--- config.mk ---
export PLATFORM = sky130hd
export DESIGN_NAME = dmr_lockstep
export DESIGN_NICKNAME = d
export VERILOG_FILES = /design/src/source/dmr_pkg.sv /design/src/source/dmr_cfg_regs.sv /design/src/source/dmr_ctrl.sv /design/src/source/accum_core.sv /design/src/source/dmr_compare_recover.sv /design/src/source/result_arbiter.sv /design/src/source/dmr_lockstep.sv
export VERILOG_INCLUDE_DIRS = /design/src /design/src/include
export SDC_FILE = /design/constraint.sdc
export NUM_CORES = 1
export LEC_CHECK = 0
export BUFFER_PORTS_ARGS = -buffer_cell sky130_fd_sc_hd__clkbuf_2
export CAP_MARGIN = 20
export CORE_MARGIN = 2
export CORE_UTILIZATION = 46
export CTS_CLUSTER_SIZE = 25
export DETAILED_ROUTE_END_ITERATION = 8
export SLEW_MARGIN = 10
export SYNTH_ARGS = -nofsm -noshare
export SYNTH_HDL_FRONTEND = slang
export SYNTH_HIERARCHICAL = 1
export SYNTH_SLANG_ARGS = --single-unit
--- constraint.sdc ---
create_clock -name clk_i -period 4.6 [get_ports clk_i]
set_input_delay 0.23 -clock clk_i [delete_from_list [all_inputs] [get_ports clk_i]]
set_output_delay 0.23 -clock clk_i [all_outputs]
set_load 0.02 [all_outputs]
--- src/include/dmr_settings.svh ---
// Build-time constants for the dual-core lockstep subsystem
// Included by the package and by every RTL file that needs a width, an address or an option
`ifndef DMR_SETTINGS_SVH
`define DMR_SETTINGS_SVH

// Accumulator and operand width
`define DMR_DATA_W 16

// Configuration bus register map
`define DMR_ADDR_CTRL     2'd0
`define DMR_ADDR_STATUS   2'd1
`define DMR_ADDR_MISMATCH 2'd2

// 1 locks the pair in DMR for good, 0 keeps the rollback path out of the build
`define DMR_FIXED          0
`define DMR_RAPID_RECOVERY 1

`endif

--- src/source/dmr_pkg.sv ---
// Shared types for the lockstep subsystem
// Imported by the RTL and the testbench for modes, opcodes and bus payloads
`include "dmr_settings.svh"

package dmr_pkg;

  // Redundancy controller state
  typedef enum logic [1:0] {NON_DMR, DMR_RUN, DMR_RESTORE} dmr_mode_e;

  // Accumulator operations
  typedef enum logic [1:0] {OP_ADD, OP_XOR, OP_CLR} op_code_e;

  // One operation, core_id only steers in independent mode
  typedef struct packed {
    op_code_e                op;
    logic                    core_id;
    logic [`DMR_DATA_W-1:0]  operand;
  } op_req_t;

  // One result as seen on the shared result bus
  typedef struct packed {
    logic                    core_id;
    logic [`DMR_DATA_W-1:0]  acc;
    logic                    mismatch;
  } core_res_t;

  // Configuration bus payloads
  typedef struct packed {
    logic        write;
    logic [1:0]  addr;
    logic [15:0] wdata;
  } cfg_req_t;

  typedef struct packed {
    logic [15:0] rdata;
  } cfg_rsp_t;

  // Control bits exported to the hardware
  typedef struct packed {
    logic enable;
    logic rapid_recovery;
    logic force_recovery;
  } dmr_cfg_t;

endpackage

--- src/source/dmr_cfg_regs.sv ---
// Configuration registers for the lockstep subsystem
// Always-ready valid/ready bus with combinational read data,
// plus hardware pulses that clear force, set resynch and count mismatches
`timescale 1ns/1ns
`include "dmr_settings.svh"

module dmr_cfg_regs import dmr_pkg::*; (
  input  logic      clk_i,
  input  logic      rst_ni,
  input  logic      cfg_valid_i,
  input  cfg_req_t  cfg_req_i,
  output logic      cfg_ready_o,
  output cfg_rsp_t  cfg_rsp_o,
  input  logic      force_clr_i,
  input  logic      resynch_set_i,
  input  logic      mismatch_incr_i,
  input  dmr_mode_e mode_i,
  output dmr_cfg_t  cfg_o
);

  logic        enable_q, rapid_q, force_q, resynch_q;
  logic [15:0] mismatch_q;
  logic        wr_ctrl, wr_status;

  // Every request completes in the cycle it is presented
  assign cfg_ready_o = 1'b1;
  assign wr_ctrl   = cfg_valid_i && cfg_ready_o && cfg_req_i.write &&
                     (cfg_req_i.addr == `DMR_ADDR_CTRL);
  assign wr_status = cfg_valid_i && cfg_ready_o && cfg_req_i.write &&
                     (cfg_req_i.addr == `DMR_ADDR_STATUS);

  always_ff @(posedge clk_i or negedge rst_ni) begin
    if (!rst_ni) begin
      enable_q   <= 1'b0;
      rapid_q    <= 1'b0;
      force_q    <= 1'b0;
      resynch_q  <= 1'b0;
      mismatch_q <= '0;
    end else begin
      if (wr_ctrl) begin
        enable_q <= cfg_req_i.wdata[0];
        // Stuck at 0 when the rollback path is not built
        rapid_q  <= cfg_req_i.wdata[1] && (`DMR_RAPID_RECOVERY != 0);
      end
      // Controller taking the request beats a same-cycle write
      if (force_clr_i) begin
        force_q <= 1'b0;
      end else if (wr_ctrl) begin
        force_q <= cfg_req_i.wdata[2];
      end
      // Sticky flag, write 1 to clear
      if (resynch_set_i) begin
        resynch_q <= 1'b1;
      end else if (wr_status && cfg_req_i.wdata[2]) begin
        resynch_q <= 1'b0;
      end
      // Saturating count of mismatches left to software
      if (mismatch_incr_i && (mismatch_q != '1)) begin
        mismatch_q <= mismatch_q + 16'd1;
      end
    end
  end

  // Read mux
  always_comb begin
    cfg_rsp_o.rdata = '0;
    case (cfg_req_i.addr)
      `DMR_ADDR_CTRL:     cfg_rsp_o.rdata = {13'd0, force_q, rapid_q, enable_q};
      `DMR_ADDR_STATUS:   cfg_rsp_o.rdata = {13'd0, resynch_q, mode_i};
      `DMR_ADDR_MISMATCH: cfg_rsp_o.rdata = mismatch_q;
      default:            cfg_rsp_o.rdata = '0;
    endcase
  end

  assign cfg_o = '{enable: enable_q, rapid_recovery: rapid_q, force_recovery: force_q};

endmodule

--- src/source/dmr_ctrl.sv ---
// Redundancy mode controller
// Moves the core pair between independent, lockstep and restore states,
// and issues the rollback, setback and software notification pulses
`timescale 1ns/1ns
`include "dmr_settings.svh"

module dmr_ctrl import dmr_pkg::*; (
  input  logic      clk_i,
  input  logic      rst_ni,
  input  dmr_cfg_t  cfg_i,
  input  logic      fetch_en_i,
  input  logic      dmr_error_i,
  input  logic      cores_synch_i,
  input  logic      recovery_finished_i,
  output dmr_mode_e mode_o,
  output logic      recovery_req_o,
  output logic      sw_synch_req_o,
  output logic      sw_resynch_req_o,
  output logic      mismatch_incr_o,
  output logic      force_clr_o
);

  dmr_mode_e mode_d, mode_q;
  logic      rr_en;

  // Rollback only when enabled in the register and present in the build
  assign rr_en  = cfg_i.rapid_recovery && (`DMR_RAPID_RECOVERY != 0);
  assign mode_o = mode_q;

  always_comb begin
    mode_d           = mode_q;
    recovery_req_o   = 1'b0;
    sw_synch_req_o   = 1'b0;
    sw_resynch_req_o = 1'b0;
    mismatch_incr_o  = 1'b0;
    force_clr_o      = 1'b0;

    case (mode_q)
      DMR_RUN: begin
        // Software asked for a rollback
        if (cfg_i.force_recovery && rr_en) begin
          force_clr_o = 1'b1;
          mode_d      = DMR_RESTORE;
        end
        if (dmr_error_i) begin
          if (rr_en) begin
            mode_d = DMR_RESTORE;
          end else begin
            // No rollback so software is told
            sw_resynch_req_o = 1'b1;
            mismatch_incr_o  = 1'b1;
          end
        end
      end
      DMR_RESTORE: begin
        // Held until the checkpoint is back in both cores
        recovery_req_o = 1'b1;
        if (recovery_finished_i) begin
          mode_d = DMR_RUN;
        end
      end
      default: begin
        mode_d = mode_q;
      end
    endcase

    // Mode switching is absent in a fixed lockstep build
    if (`DMR_FIXED == 0) begin
      // Before fetch starts the enable bit alone picks the mode
      if (!fetch_en_i) begin
        mode_d = cfg_i.enable ? DMR_RUN : NON_DMR;
      end
      // Splitting is always allowed
      if (mode_q == DMR_RUN && !cfg_i.enable) begin
        mode_d = NON_DMR;
      end
      // Joining needs core 1 set back to core 0 first
      if (mode_q == NON_DMR && cfg_i.enable) begin
        sw_synch_req_o = 1'b1;
        if (cores_synch_i) begin
          mode_d = DMR_RUN;
        end
      end
    end
  end

  always_ff @(posedge clk_i or negedge rst_ni) begin
    if (!rst_ni) begin
      mode_q <= (`DMR_FIXED != 0) ? DMR_RUN : NON_DMR;
    end else begin
      mode_q <= mode_d;
    end
  end

  // Restore lasts one cycle since the comparator loads both cores at once
  assert property (@(posedge clk_i) disable iff (!rst_ni)
    recovery_req_o |-> (mode_o == DMR_RESTORE) && recovery_finished_i);

endmodule

--- src/source/accum_core.sv ---
// Accumulator core standing in for one processor of the pair
// One op per handshake, result held in a one-entry slot until popped;
// the load port overwrites the state for rollback and setback
`timescale 1ns/1ns
`include "dmr_settings.svh"

module accum_core import dmr_pkg::*; (
  input  logic                   clk_i,
  input  logic                   rst_ni,
  input  logic                   op_valid_i,
  input  op_req_t                op_i,
  output logic                   op_ready_o,
  output logic                   res_valid_o,
  output core_res_t              res_o,
  input  logic                   res_ready_i,
  input  logic                   load_en_i,
  input  logic [`DMR_DATA_W-1:0] load_val_i,
  output logic [`DMR_DATA_W-1:0] acc_o,
  input  logic                   fault_i
);

  logic [`DMR_DATA_W-1:0] acc_q, acc_in, acc_new;
  logic                   valid_q, accept;
  core_res_t              slot_q;

  // Free slot, or the held result leaves this cycle
  assign op_ready_o = !valid_q || res_ready_i;
  assign accept     = op_valid_i && op_ready_o;

  // Injected upset on bit 0
  assign acc_in = acc_q ^ {{(`DMR_DATA_W-1){1'b0}}, fault_i};

  always_comb begin
    case (op_i.op)
      OP_ADD:  acc_new = acc_in + op_i.operand;
      OP_XOR:  acc_new = acc_in ^ op_i.operand;
      default: acc_new = '0;
    endcase
  end

  always_ff @(posedge clk_i or negedge rst_ni) begin
    if (!rst_ni) begin
      acc_q   <= '0;
      valid_q <= 1'b0;
    end else if (load_en_i) begin
      // State load also discards any held result
      acc_q   <= load_val_i;
      valid_q <= 1'b0;
    end else begin
      acc_q <= accept ? acc_new : acc_in;
      if (accept) begin
        valid_q <= 1'b1;
      end else if (res_ready_i) begin
        valid_q <= 1'b0;
      end
    end
  end

  // Result payload
  always_ff @(posedge clk_i) begin
    if (accept && !load_en_i) begin
      slot_q <= '{core_id: op_i.core_id, acc: acc_new, mismatch: 1'b0};
    end
  end

  assign res_valid_o = valid_q;
  assign res_o       = slot_q;
  assign acc_o       = acc_q;

  // Held result is stable until popped or flushed by a load
  assert property (@(posedge clk_i) disable iff (!rst_ni)
    res_valid_o && !res_ready_i && !load_en_i |=> res_valid_o && $stable(res_o));

endmodule

--- src/source/dmr_compare_recover.sv ---
// Lockstep result comparator and state-load sequencer
// Flags a differing result pair once, tracks the last agreed accumulator,
// and drives the core load ports for rollback and core 1 setback
`timescale 1ns/1ns
`include "dmr_settings.svh"

module dmr_compare_recover import dmr_pkg::*; (
  input  logic                   clk_i,
  input  logic                   rst_ni,
  input  dmr_mode_e              mode_i,
  input  logic                   res0_valid_i,
  input  logic                   res1_valid_i,
  input  core_res_t              res0_i,
  input  core_res_t              res1_i,
  input  logic                   pop_i,
  input  logic [`DMR_DATA_W-1:0] acc0_i,
  input  logic                   recovery_req_i,
  input  logic                   sw_synch_req_i,
  output logic                   dmr_error_o,
  output logic                   cores_synch_o,
  output logic                   recovery_finished_o,
  output logic                   load0_o,
  output logic                   load1_o,
  output logic [`DMR_DATA_W-1:0] load_val_o
);

  logic [`DMR_DATA_W-1:0] ckpt_q;
  logic                   pair_valid, differ, err_seen_q, setback, synch_q;

  assign pair_valid = (mode_i == DMR_RUN) && res0_valid_i && res1_valid_i;
  assign differ     = pair_valid && (res0_i.acc != res1_i.acc);
  // One error pulse per pair, even when it waits on back-pressure
  assign dmr_error_o = differ && !err_seen_q;

  // Setback waits for both slots to drain so no result is flushed
  assign setback = sw_synch_req_i && !res0_valid_i && !res1_valid_i;

  // Rollback loads both cores and completes in the same cycle
  assign load0_o             = recovery_req_i;
  assign load1_o             = recovery_req_i || setback;
  assign load_val_o          = recovery_req_i ? ckpt_q : acc0_i;
  assign recovery_finished_o = recovery_req_i;

  // Accumulators are equal the cycle after core 1 took core 0's value
  assign cores_synch_o = synch_q;

  always_ff @(posedge clk_i or negedge rst_ni) begin
    if (!rst_ni) begin
      ckpt_q     <= '0;
      err_seen_q <= 1'b0;
      synch_q    <= 1'b0;
    end else begin
      err_seen_q <= differ && !pop_i;
      synch_q    <= setback;
      // Checkpoint follows core 0 alone, or agreed pairs in lockstep
      if (mode_i == NON_DMR) begin
        ckpt_q <= acc0_i;
      end else if (pair_valid && pop_i && !differ) begin
        ckpt_q <= res0_i.acc;
      end
    end
  end

endmodule

--- src/source/result_arbiter.sv ---
// Merges the two core result channels onto the shared result bus
// Round-robin in independent mode; in lockstep the pair is popped together
// and core 0 is forwarded, or the pair is dropped for a rollback
`timescale 1ns/1ns

module result_arbiter import dmr_pkg::*; (
  input  logic      clk_i,
  input  logic      rst_ni,
  input  dmr_mode_e mode_i,
  input  logic      error_drop_i,
  input  logic      in0_valid_i,
  input  logic      in1_valid_i,
  input  core_res_t in0_i,
  input  core_res_t in1_i,
  output logic      in0_ready_o,
  output logic      in1_ready_o,
  output logic      out_valid_o,
  output core_res_t out_o,
  input  logic      out_ready_i
);

  logic rr_q, lockstep, both_valid, grant1;

  assign lockstep   = (mode_i != NON_DMR);
  assign both_valid = in0_valid_i && in1_valid_i;
  // Core 1 wins when alone or when the pointer favours it
  assign grant1     = in1_valid_i && (!in0_valid_i || rr_q);

  always_comb begin
    out_o          = in0_i;
    out_o.core_id  = 1'b0;
    out_o.mismatch = 1'b0;
    if (lockstep) begin
      // Dropped pairs leave without waiting for the consumer
      out_valid_o    = both_valid && !error_drop_i;
      out_o.mismatch = (in0_i.acc != in1_i.acc);
      in0_ready_o    = both_valid && (out_ready_i || error_drop_i);
      in1_ready_o    = both_valid && (out_ready_i || error_drop_i);
    end else begin
      out_valid_o = in0_valid_i || in1_valid_i;
      if (grant1) begin
        out_o         = in1_i;
        out_o.core_id = 1'b1;
      end
      in0_ready_o = out_ready_i && in0_valid_i && !grant1;
      in1_ready_o = out_ready_i && grant1;
    end
  end

  // Priority passes to the other core after each independent transfer
  always_ff @(posedge clk_i or negedge rst_ni) begin
    if (!rst_ni) begin
      rr_q <= 1'b0;
    end else if (!lockstep && out_valid_o && out_ready_i) begin
      rr_q <= !grant1;
    end
  end

  assert property (@(posedge clk_i) disable iff (!rst_ni)
    !lockstep |-> $onehot0({in0_ready_o, in1_ready_o}));

endmodule

--- src/source/dmr_lockstep.sv ---
// Top of the dual-core lockstep subsystem
// Connects config registers, mode controller, both cores, comparator and arbiter;
// steers incoming ops to one core or both depending on the mode
`timescale 1ns/1ns
`include "dmr_settings.svh"

module dmr_lockstep import dmr_pkg::*; (
  input  logic      clk_i,
  input  logic      rst_ni,
  input  logic      fetch_en_i,
  input  logic      fault_inject_i,
  input  logic      cfg_valid_i,
  input  cfg_req_t  cfg_req_i,
  output logic      cfg_ready_o,
  output cfg_rsp_t  cfg_rsp_o,
  input  logic      op_valid_i,
  input  op_req_t   op_req_i,
  output logic      op_ready_o,
  output logic      res_valid_o,
  output core_res_t res_o,
  input  logic      res_ready_i
);

  dmr_cfg_t               cfg;
  dmr_mode_e              mode;
  logic                   lockstep, hold_ops, error_drop;
  logic                   recovery_req, recovery_fin, sw_synch_req, sw_resynch_req;
  logic                   mismatch_incr, force_clr, dmr_error, cores_synch;
  logic                   op0_valid, op1_valid, op0_ready, op1_ready;
  logic                   res0_valid, res1_valid, res0_ready, res1_ready;
  core_res_t              res0, res1;
  logic                   load0, load1;
  logic [`DMR_DATA_W-1:0] load_val, acc0;

  assign lockstep   = (mode != NON_DMR);
  // Mismatch that is rolled back, the pair never reaches the bus
  assign error_drop = dmr_error && cfg.rapid_recovery;

  // Stall ops while a state load is pending or under way
  assign hold_ops = !fetch_en_i || (mode == DMR_RESTORE) || sw_synch_req || error_drop ||
                    ((mode == DMR_RUN) && cfg.force_recovery && cfg.rapid_recovery);

  assign op_ready_o = !hold_ops &&
                      (lockstep ? (op0_ready && op1_ready)
                                : (op_req_i.core_id ? op1_ready : op0_ready));
  assign op0_valid  = op_valid_i && op_ready_o && (lockstep || !op_req_i.core_id);
  assign op1_valid  = op_valid_i && op_ready_o && (lockstep || op_req_i.core_id);

  dmr_cfg_regs i_cfg_regs (
    .clk_i, .rst_ni, .cfg_valid_i, .cfg_req_i, .cfg_ready_o, .cfg_rsp_o,
    .force_clr_i(force_clr), .resynch_set_i(sw_resynch_req),
    .mismatch_incr_i(mismatch_incr), .mode_i(mode), .cfg_o(cfg)
  );

  dmr_ctrl i_ctrl (
    .clk_i, .rst_ni, .cfg_i(cfg), .fetch_en_i, .dmr_error_i(dmr_error),
    .cores_synch_i(cores_synch), .recovery_finished_i(recovery_fin), .mode_o(mode),
    .recovery_req_o(recovery_req), .sw_synch_req_o(sw_synch_req),
    .sw_resynch_req_o(sw_resynch_req), .mismatch_incr_o(mismatch_incr),
    .force_clr_o(force_clr)
  );

  // Core 0 is the reference copy, faults are injected into core 1
  accum_core i_core0 (
    .clk_i, .rst_ni, .op_valid_i(op0_valid), .op_i(op_req_i), .op_ready_o(op0_ready),
    .res_valid_o(res0_valid), .res_o(res0), .res_ready_i(res0_ready),
    .load_en_i(load0), .load_val_i(load_val), .acc_o(acc0), .fault_i(1'b0)
  );

  // Core 1 state is only observed through its results
  accum_core i_core1 (
    .clk_i, .rst_ni, .op_valid_i(op1_valid), .op_i(op_req_i), .op_ready_o(op1_ready),
    .res_valid_o(res1_valid), .res_o(res1), .res_ready_i(res1_ready),
    .load_en_i(load1), .load_val_i(load_val), .acc_o(), .fault_i(fault_inject_i)
  );

  dmr_compare_recover i_compare (
    .clk_i, .rst_ni, .mode_i(mode), .res0_valid_i(res0_valid), .res1_valid_i(res1_valid),
    .res0_i(res0), .res1_i(res1), .pop_i(res0_valid && res0_ready), .acc0_i(acc0),
    .recovery_req_i(recovery_req), .sw_synch_req_i(sw_synch_req),
    .dmr_error_o(dmr_error), .cores_synch_o(cores_synch),
    .recovery_finished_o(recovery_fin), .load0_o(load0), .load1_o(load1),
    .load_val_o(load_val)
  );

  result_arbiter i_arbiter (
    .clk_i, .rst_ni, .mode_i(mode), .error_drop_i(error_drop),
    .in0_valid_i(res0_valid), .in1_valid_i(res1_valid), .in0_i(res0), .in1_i(res1),
    .in0_ready_o(res0_ready), .in1_ready_o(res1_ready),
    .out_valid_o(res_valid_o), .out_o(res_o), .out_ready_i(res_ready_i)
  );

endmodule

# Word level (Yosys, flattened, before mapping)
# Cells that the tools add are included.
[word_totals]
reg_bits = 107
latchBits = 0
ram_bits = 0
romBits = 0
in_bits = 45
out_inout_bits = 37
wordCells = 149
mem_count = 0
[classes]
addsub = 3
multipliers = 0
div_mod_pow = 0
n_lt_le_gt_ge = 0
n_eq_ne = 7
n_shift = 0
mux = 45
n_bitwise = 3
reduce_logical = 75
[op_table]
columns = ["op", "count"]
rows = [
  ["$mux 16", 7],
  ["$pmux 16 s2", 2],
  ["$pmux 16 s3", 1],
  ["$logic_and 1x1->1", 39],
  ["$add 16x16->16", 2],
  ["$xor 16x16->16", 2],
  ["$mux 1", 24],
  ["$mux 18", 1],
  ["$mux 17", 1],
  ["$add 16x1->16 const B", 1],
  ["$mux 2", 8],
  ["$ne 16x16->1", 1],
  ["$ne 16x16->1 const B", 1],
  ["$xor 16x1->16", 1],
  ["$logic_not 1->1", 14],
  ["$logic_or 1x1->1", 12],
  ["$reduce_bool 2->1", 5],
  ["$eq 2x1->1 const B", 3],
  ["$logic_not 2->1", 3],
  ["$reduce_bool 3->1", 2],
  ["$eq 2x2->1 const B", 2],
  ["$pmux 2 s2", 1],
]

# Longest topological paths before layout
# Gate-level depths: netlist (run 1).
[logic_depth]
ltp_word = 18
depth_mapped = 17
depth_no_buf = 16

# Hierarchy
# The synthesis (run 1) kept the hierarchy.
[modules_own_cells]
columns = ["mod", "n_inst", "cells_each", "area_each_um2", "seq_area_each_um2"]
rows = [
  ["accum_core", 2, 256, 2362.3, 935.9],
  ["dmr_compare_recover", 1, 105, 1191.1, 450.4],
  ["dmr_cfg_regs", 1, 118, 1169.9, 500.5],
  ["result_arbiter", 1, 57, 550.5, 25.0],
  ["dmr_ctrl", 1, 28, 221.5, 50.0],
  ["dmr_lockstep", 1, 19, 120.1, 0.0],
]

# Worst setup path before layout (run 1)
# Ideal clock, no wire load.
[synth_path]
path_kind = "register to register"
from = "reg i_ctrl.mode_q[0] (netlist: i_ctrl/mode_o[0])"
to = "reg i_core0.acc_q[12] (netlist: i_core0/acc_o[12])"
setup_time_ns = 0.073
t_arrival_ns = 3.563
required_time_ns = 4.527
path_slack_ns = 0.964
path_stages_with_launch = 14
n_path_buf = 0
period_less_slack_ns = 3.636
path_cell_list = "dfrtp_1 > and4b_1 > nand2_1 > nor2_1 > and2_1 > o221ai_1 > a21oi_1 > nand2b_1 > o21ai_0 > nor3_1 > nand2_1 > nor2_1 > o21ai_0 > nand3_1"
[synth_via]
elab_chain_len = 17
elab_cells_between_ends = 36
cone_classes = "eq/ne (2); mux (8); reduce/logical (26)"
[synth_lines]
columns = ["item", "line_no", "source"]
rows = [
  ["start: declaration", "dmr_ctrl.sv:23", "dmr_mode_e mode_d, mode_q;"],
  ["start signal: assignment", "dmr_ctrl.sv:89", "mode_q <= (`DMR_FIXED != 0) ? DMR_RUN : NON_DMR;"],
  ["start signal: assignment", "dmr_ctrl.sv:91", "mode_q <= mode_d;"],
  ["$eq 2x1->1 (*)", "dmr_compare_recover.sv:30", "assign pair_valid = (mode_i == DMR_RUN) && res0_valid_i && res1_valid_i;"],
  ["$logic_and 1x1->1 (*) (2 in series)", "dmr_compare_recover.sv:30", ""],
  ["$logic_and 1x1->1 (*)", "dmr_compare_recover.sv:31", "assign differ = pair_valid && (res0_i.acc != res1_i.acc);"],
  ["$logic_and 1x1->1 (*)", "dmr_compare_recover.sv:33", "assign dmr_error_o = differ && !err_seen_q;"],
  ["named net dmr_error", "dmr_lockstep.sv:28", "logic mismatch_incr, force_clr, dmr_error, cores_synch;"],
  ["$logic_and 1x1->1 (*)", "dmr_lockstep.sv:37", "assign error_drop = dmr_error && cfg.rapid_recovery;"],
  ["named net error_drop", "dmr_lockstep.sv:26", "logic lockstep, hold_ops, error_drop;"],
  ["$logic_or 1x1->1 (*)", "result_arbiter.sv:37", "in0_ready_o = both_valid && (out_ready_i || error_drop_i);"],
  ["(+2 left out)", "n/a", ""],
  ["named net res0_ready", "dmr_lockstep.sv:30", "logic res0_valid, res1_valid, res0_ready, res1_ready;"],
  ["(+1 left out)", "n/a", ""],
  ["named net op0_ready", "dmr_lockstep.sv:29", "logic op0_valid, op1_valid, op0_ready, op1_ready;"],
  ["$mux 1 / $logic_and 1x1->1 (equally long branches)", "dmr_lockstep.sv:45, dmr_lockstep.sv:44", ""],
  ["$mux 1 (*)", "dmr_lockstep.sv:44", "(lockstep ? (op0_ready && op1_ready)"],
  ["$logic_and 1x1->1 (*)", "dmr_lockstep.sv:43", "assign op_ready_o = !hold_ops &&"],
  ["$logic_and 1x1->1 (*) (2 in series)", "dmr_lockstep.sv:46", "assign op0_valid = op_valid_i && op_ready_o && (lockstep || !op_req_i.core_id);"],
  ["named net op0_valid", "dmr_lockstep.sv:29", ""],
  ["$logic_and 1x1->1 (*)", "accum_core.sv:28", "assign accept = op_valid_i && op_ready_o;"],
  ["$reduce_bool 2->1 (no line) (*)", "n/a", ""],
  ["end signal: assignment", "accum_core.sv:47", "acc_q <= load_val_i;"],
  ["end signal: assignment", "accum_core.sv:50", "acc_q <= accept ? acc_new : acc_in;"],
  ["end: declaration", "accum_core.sv:22", "logic [`DMR_DATA_W-1:0] acc_q, acc_in, acc_new;"],
]
# Mark *: on every way through the listed nets, which the timed path passes. The rest lies on a longest branch.
# A chain may end at the register's enable or synchronous reset.

# Worst setup path in the final report (run 1)
[layout_path]
from = "reg i_core0.slot_q, in the netlist i_core0/res_o[3]"
to = "reg i_core0.slot_q, in the netlist i_core0/res_o[4], enable pin"
[layout_via]
elab_chain_len = 15
elab_cells_between_ends = 21
cone_classes = "eq/ne (1); mux (4); reduce/logical (16)"
[layout_lines]
columns = ["item", "line_no", "source"]
rows = [
  ["start: declaration", "accum_core.sv:24", "core_res_t slot_q;"],
  ["start signal: assignment", "accum_core.sv:62", "slot_q <= '{core_id: op_i.core_id, acc: acc_new, mismatch: 1'b0};"],
  ["$ne 16x16->1 (*)", "dmr_compare_recover.sv:31", ""],
  ["$logic_and 1x1->1 (*)", "dmr_compare_recover.sv:31", ""],
  ["$logic_and 1x1->1 (*)", "dmr_compare_recover.sv:33", ""],
  ["named net dmr_error", "dmr_lockstep.sv:28", ""],
  ["$logic_and 1x1->1 (*)", "dmr_lockstep.sv:37", ""],
  ["named net error_drop", "dmr_lockstep.sv:26", ""],
  ["$logic_or 1x1->1 (*)", "result_arbiter.sv:37", ""],
  ["$logic_and 1x1->1 (*)", "result_arbiter.sv:37", ""],
  ["(+1 left out)", "n/a", ""],
  ["named net res0_ready", "dmr_lockstep.sv:30", ""],
  ["(+1 left out)", "n/a", ""],
  ["named net op0_ready", "dmr_lockstep.sv:29", ""],
  ["$mux 1 / $logic_and 1x1->1 (equally long branches)", "dmr_lockstep.sv:45, dmr_lockstep.sv:44", ""],
  ["$mux 1 (*)", "dmr_lockstep.sv:44", ""],
  ["$logic_and 1x1->1 (*)", "dmr_lockstep.sv:43", ""],
  ["$logic_and 1x1->1 (*) (2 in series)", "dmr_lockstep.sv:46", ""],
  ["named net op0_valid", "dmr_lockstep.sv:29", ""],
  ["$logic_and 1x1->1 (*)", "accum_core.sv:28", ""],
  ["$logic_and 1x1->1 (*)", "accum_core.sv:61", "if (accept && !load_en_i) begin"],
]
# Marked as above.

==> results of run 1 <==
## final cells by class
class / instances / area (um2) / share of cell area
tap: 220 / 275 / 0.0319
multi-input combinational: 650 / 4670 / 0.541
inverter: 32 / 120 / 0.0139
timing repair buffer: 77 / 428 / 0.0496
sequential: 107 / 2840 / 0.329
clock inverter: 5 / 58.8 / 0.00681
clock buffer: 11 / 243 / 0.0281
## through the flow
step / instances / total power, mW / instance area [um2] / utilization / setup WS [ns]
3_5_place_dp: 1084 / 3.81 / 8300 / 0.497 / 0.759
6_report: 1102 / 4.65 / 8640 / 0.517 / 0.707
4_1_cts: 1100 / 4.64 / 8610 / 0.515 / 0.720
3_3_place_gp: 1084 / 3.74 / 8300 / 0.497 / 0.895
5_1_grt: 1102 / 4.98 / 8640 / 0.517 / 0.321
2_1_floorplan: 835 / 3.23 / 7910 / - / 1.01
## metal layers
layer  up-vias  global-route usage
met3        17              0.0428
met5         -                   0
met4         0              0.0515
li1       3143                   -
met1      3132               0.362
met2       204               0.350
## report_power, final
part           total, mW  switching, mW  internal, mW
sequential          1.54          0.258          1.28
clock              0.809          0.369         0.440
combinational       2.30           1.35         0.956
total               4.65           1.97          2.68
## final timing paths
check | end | cells past startpoint
worst min-delay path | i_cfg_regs/enable_q | 2
worst min register to register | i_cfg_regs/resynch_q | 1
min in group asynchronous | i_compare/ckpt_q[1] | 2
worst max register to register | i_core0/res_o[4] | 14
worst max-delay path | i_core0/res_o[4] | 14
max in group asynchronous | i_arbiter/rr_q | 3
## critical path, delay by kind of cell, from the launching register on
kind                      cells  cell delay, ns
buffers and inverters         1            0.30
AOI/OAI and AO/OA             3            0.45
xor gates and xnor gates      1            0.24
and+or+nand+nor               9            2.06
DFF                           1            0.50
## registers in the layout (all words and copies together) (netlist names), 2 cells and up
register,count
i_cfg_regs/mismatch_q,16
i_compare/ckpt_q,16
i_core0/acc_o,16
i_core0/res_o,16
i_core1/acc_o,16
i_core1/res_o,16
i_ctrl/mode_o,2
## what timing repair did
action	4_1_cts	5_1_grt
gates resized for setup	0	0
hold buffers	0	1
endpoints found under the hold margin	0	34
## layout by cell type, fill, tap and decap left out, types with 10 or more instances in the layout
| cell | n |
|---|---|
| or3_1 | 18 |
| mux2_4 | 12 |
| clkbuf_2 | 66 |
| nand2_1 | 74 |
| inv_1 | 32 |
| nand4_1 | 24 |
| edfxtp_1 | 32 |
| nor2b_1 | 10 |
| mux2i_1 | 16 |
| o21ai_0 | 41 |
| xor2_1 | 32 |
| and2_1 | 15 |
| mux2_2 | 29 |
| nor2_1 | 50 |
| ha_1 | 33 |
| dfrtp_1 | 75 |
| nor3_1 | 29 |
| nand3_1 | 20 |
| o221a_1 | 13 |
| a21oi_1 | 46 |
| xnor2_1 | 34 |
==> metrics, run 1 <==
Worst-Margin Slew ~1.1 ns; Final setup viols 0; Syn Nets just over 900; FF-to-FF Start i_core0/res_o[3]; share of cells above drive strength 1 0.189; Root Buffer clkbuf_16; routed via count 6496; Tcrit/Tclk final 0.846; IO Port Bufs 67; met3 wire len between 1 and 1.5 mm; Post-Synthesis Cells 835; CTS Buffer Depth 2; CTS tree built; Yosys warnings 6; gpl congestion approximately 0.9; RSZ-0062 raised after global routing false; number of buffers created by CTS 9; crit path max-delay cell type edfxtp_1; power per cell area around 540 mW/mm2; status completed; Initial DRC Count roughly 570; Hold Slack 0.104 ns; detailed placement HPWL between 15 and 20 mm; largest net degree at the start of global routing 76; Met1 Routed Length 10.3 mm; Initial Utilization 0.473; # fillers roughly 1.6k; core footprint roughly 0.017 mm2; DRC Markers 0; Sink Count 107; Final TNS setup 0 ns; # diodes 0; Max Fanout on Critical Path 18; vias per inst 5.89; # rows 47; CP startpoint i_core0/res_o[3]; worst reg2reg setup slack between 0.7 and 0.8 ns; Slew HR 0.280; Mapped Area around 0.0079 mm2; DR WL met2 between 9 and 10 mm; first-pass GRT wire length 33.4 mm; Post-CTS Setup Repair Bufs 0; die extent in y about 140 um; Hold Path Class input pin to flip-flop; Clock transition at path regs 0.07 ns; crit start category flip-flop; GRT Residual Overflow 0; Slew Limit Fails 0; CP Class flip-flop to flip-flop; Worst Hold Launch cfg_req_i[0]; CTS HTree Levels 3; Highest Signal Layer met4; Boundary Pins 82; CP Capture Type flip-flop; Arr. time, crit path roughly 3.9 ns; final hold violations 0; final net count 958; Area growth, synth to finish 9.23%; Final ANT Viol Nets 0; vias in the first global route roughly 6.2k; Fin Clk Skew a little under 0.008 ns; die area between 0.015 and 0.02 mm2; maximum clock rate ~0.26 GHz; CP max stage delay 0.50 ns; Mean Syn Cell Area about 9.5 um2; leak pwr roughly 3.7 nW; Skew-Pair Late Insertion Delay about 0.36 ns; Die W around 140 um; drt wl/cell ~19 um; maxcap violations 0; Final min period between 3 and 4 ns; GRT Util Overall 0.237; critical path, cell by cell xor2_1 -> nor4_1 -> nand4_1 -> nand2_1 -> nor2_1 -> and2_1 -> o221ai_1 -> a21oi_1 -> nand2b_1 -> o21ai_0 -> nor3_1 -> nand2_1 -> nor2_1 -> buf_4; Pre-antenna DRT Iters 5; DRT Wirelength 21.1 mm; Worst IR Drop VDD roughly 230 uV; WP data required about 4.6 ns; initial antenna violation count 0
Power figures use the tool's default switching activity.
==> run 2: changes to the inputs <==
PLACE_DENSITY = 0.67   (was default)
clock period = 3.2 ns   (was 4.6 ns; I/O delays follow)
==> run 2 against run 1 <==
Against the previous run:
- die area unchanged
- final cell count is 4.7% higher
- utilization is 3.5 points higher
- hold slack lost 0.068 ns
- clock-buffer cell count down 1
- sequential cell count is the same
- sequential share of layout area fell by 2.1 points
- combinational power is 53% higher
- critical path depth decreased by 1
- critical endpoint is now op_ready_o
- largest power group unchanged
==> metrics, run 2 (same netlist as run 1, synthesis figures left out) <==
Worst IR Drop VDD ~320 uV; vias per inst between 5 and 6; final net count 1010; core footprint roughly 0.017 mm2; routed via count ~6.6k; largest net degree at the start of global routing 76; CTS tree built; Pre-antenna DRT Iters 5; leak pwr 3.98 nW; WP data required 3.04 ns; CP Capture Type output port; Area growth, synth to finish 16.6%; Slew HR 0.549; RSZ-0062 raised after global routing true; met3 GRT Util 0.0338; die extent in y roughly 140 um; IO Port Bufs 67; share of cells above drive strength 1 0.257; Root Buffer clkbuf_16; die area 0.0183 mm2; CTS HTree Levels 3; Worst-Margin Slew around 0.68 ns; Max Fanout on Critical Path 3; CP Class flip-flop to output port; Boundary Pins between 80 and 90; Sink Count about 110; Die W approximately 140 um; maxcap violations 0; commonest non-fill, non-tap cells in the layout dfrtp_1 (75), nand2_1 (73), clkbuf_2 (65), buf_4 (54), nor2_1 (47); drt wl/cell approximately 17 um; final hold violations 0; # diodes 0; Worst R2R Path Depth 16; Clock transition at path regs approximately 0.08 ns; Fin Clk Skew roughly 0.012 ns; status completed; GRT Util Overall 0.224; GRT Residual Overflow 0; power per cell area between 700 and 800 mW/mm2; worst hold stages 2; Initial Utilization 0.473; first-pass GRT wire length ~32 mm; number of buffers created by CTS 9; Final min period between 3 and 4 ns; vias in the first global route around 6k; detailed placement HPWL ~15 mm; DRT Wirelength 20.1 mm; initial antenna violation count 0; setup slack after layout about 0.1 ns; Initial DRC Count a little over 500; M2 GR Usage 0.333; maximum clock rate 0.323 GHz; DRC Markers 0; gpl congestion ~0.9; fin util 0.552; commonest non-fill, non-tap cell in the layout dfrtp_1; Slew Limit Fails 0; Setup Slack @ Placement -0.110 ns; Skew-Pair Late Insertion Delay roughly 0.35 ns; met1 global-route usage 0.343; layer with the highest usage met1; Arr. time, crit path 2.94 ns; # rows 47; Final ANT Viol Nets 0; Final setup viols 0; Tcrit/Tclk final 0.968; crit start category flip-flop; Hold Path Class input pin to flip-flop; CTS Buffer Depth 2
[run 2: layout make-up]
| cell class | count | area, um2 |
|---|---|---|
| inverter | 32 | 120 |
| timing repair buffer | 129 | 910 |
| fill | 1537 | 7480 |
| tap | 220 | 275 |
| clock buffer | 10 | 250 |
| clock inverter | 6 | 52.6 |
| sequential | 107 | 2840 |
| multi-input combinational | 650 | 4780 |
[run 2: routing by layer]
layer / vias up / share of wire
met4: 0 / 0.012
met1: 3085 / 0.49
li1: 3244 / -
met3: 14 / 0.059
met2: 210 / 0.44
met5: - / 0
[run 2: path summary, 6_finish.rpt]
path / from / endpoint / slack, ns
worst max-delay path: i_core1/res_o[16] / op_ready_o / 0.10
worst min-delay path: cfg_req_i[0] / i_cfg_regs/enable_q / 0.04
worst max register to register: i_core1/res_o[14] / i_core1/acc_o[10] / 0.12
worst min register to register: i_cfg_regs/resynch_q / i_cfg_regs/resynch_q / 0.49
max in group asynchronous: rst_ni / i_core1/acc_o[15] / 2.37
min in group asynchronous: rst_ni / i_compare/ckpt_q[0] / 0.25
[run 2: where the power goes]
group | total [mW] | internal (mW) | switching (mW)
Clock | 1.13 | 0.590 | 0.542
Sequential | 2.15 | 1.84 | 0.309
Combinational | 3.53 | 1.53 | 2.00
[run 2: critical path, cell delays in order (launching register included)]
cell,delay (ns)
edfxtp_1,0.40
xor2_1,0.20
nor4_1,0.32
nand4_1,0.26
nand2_1,0.15
nor2_1,0.06
and2_4,0.17
o221ai_2,0.18
a21oi_2,0.06
nand2b_4,0.15
mux2_2,0.26
a22oi_2,0.14
nor3_2,0.08
buf_4,0.16
[run 2: repair_timing]
action                                 CTS  global route
pin swaps                                6            10
setup endpoints to repair               24            45
resized for setup                       12            17
endpoints found under the hold margin    0            20
cloned                                   0             2
hold buffers                             0             1
setup buffers                            1             4
[run 2: per-stage QoR]
step                      power, mW  std cells  hold slack (ns)  instance area, um2  TNS (ns)
after floorplan                4.65        835           -0.136                7920         0
after global placement         5.49       1129            0.392                8720   -0.0869
after detailed placement       5.54       1129            0.399                8720    -0.982
after CTS                      6.74       1146           0.0122                9090   -0.0251
after global routing           7.31       1154           0.0338                9220    -0.252
final                          6.81       1154           0.0363                9220         0
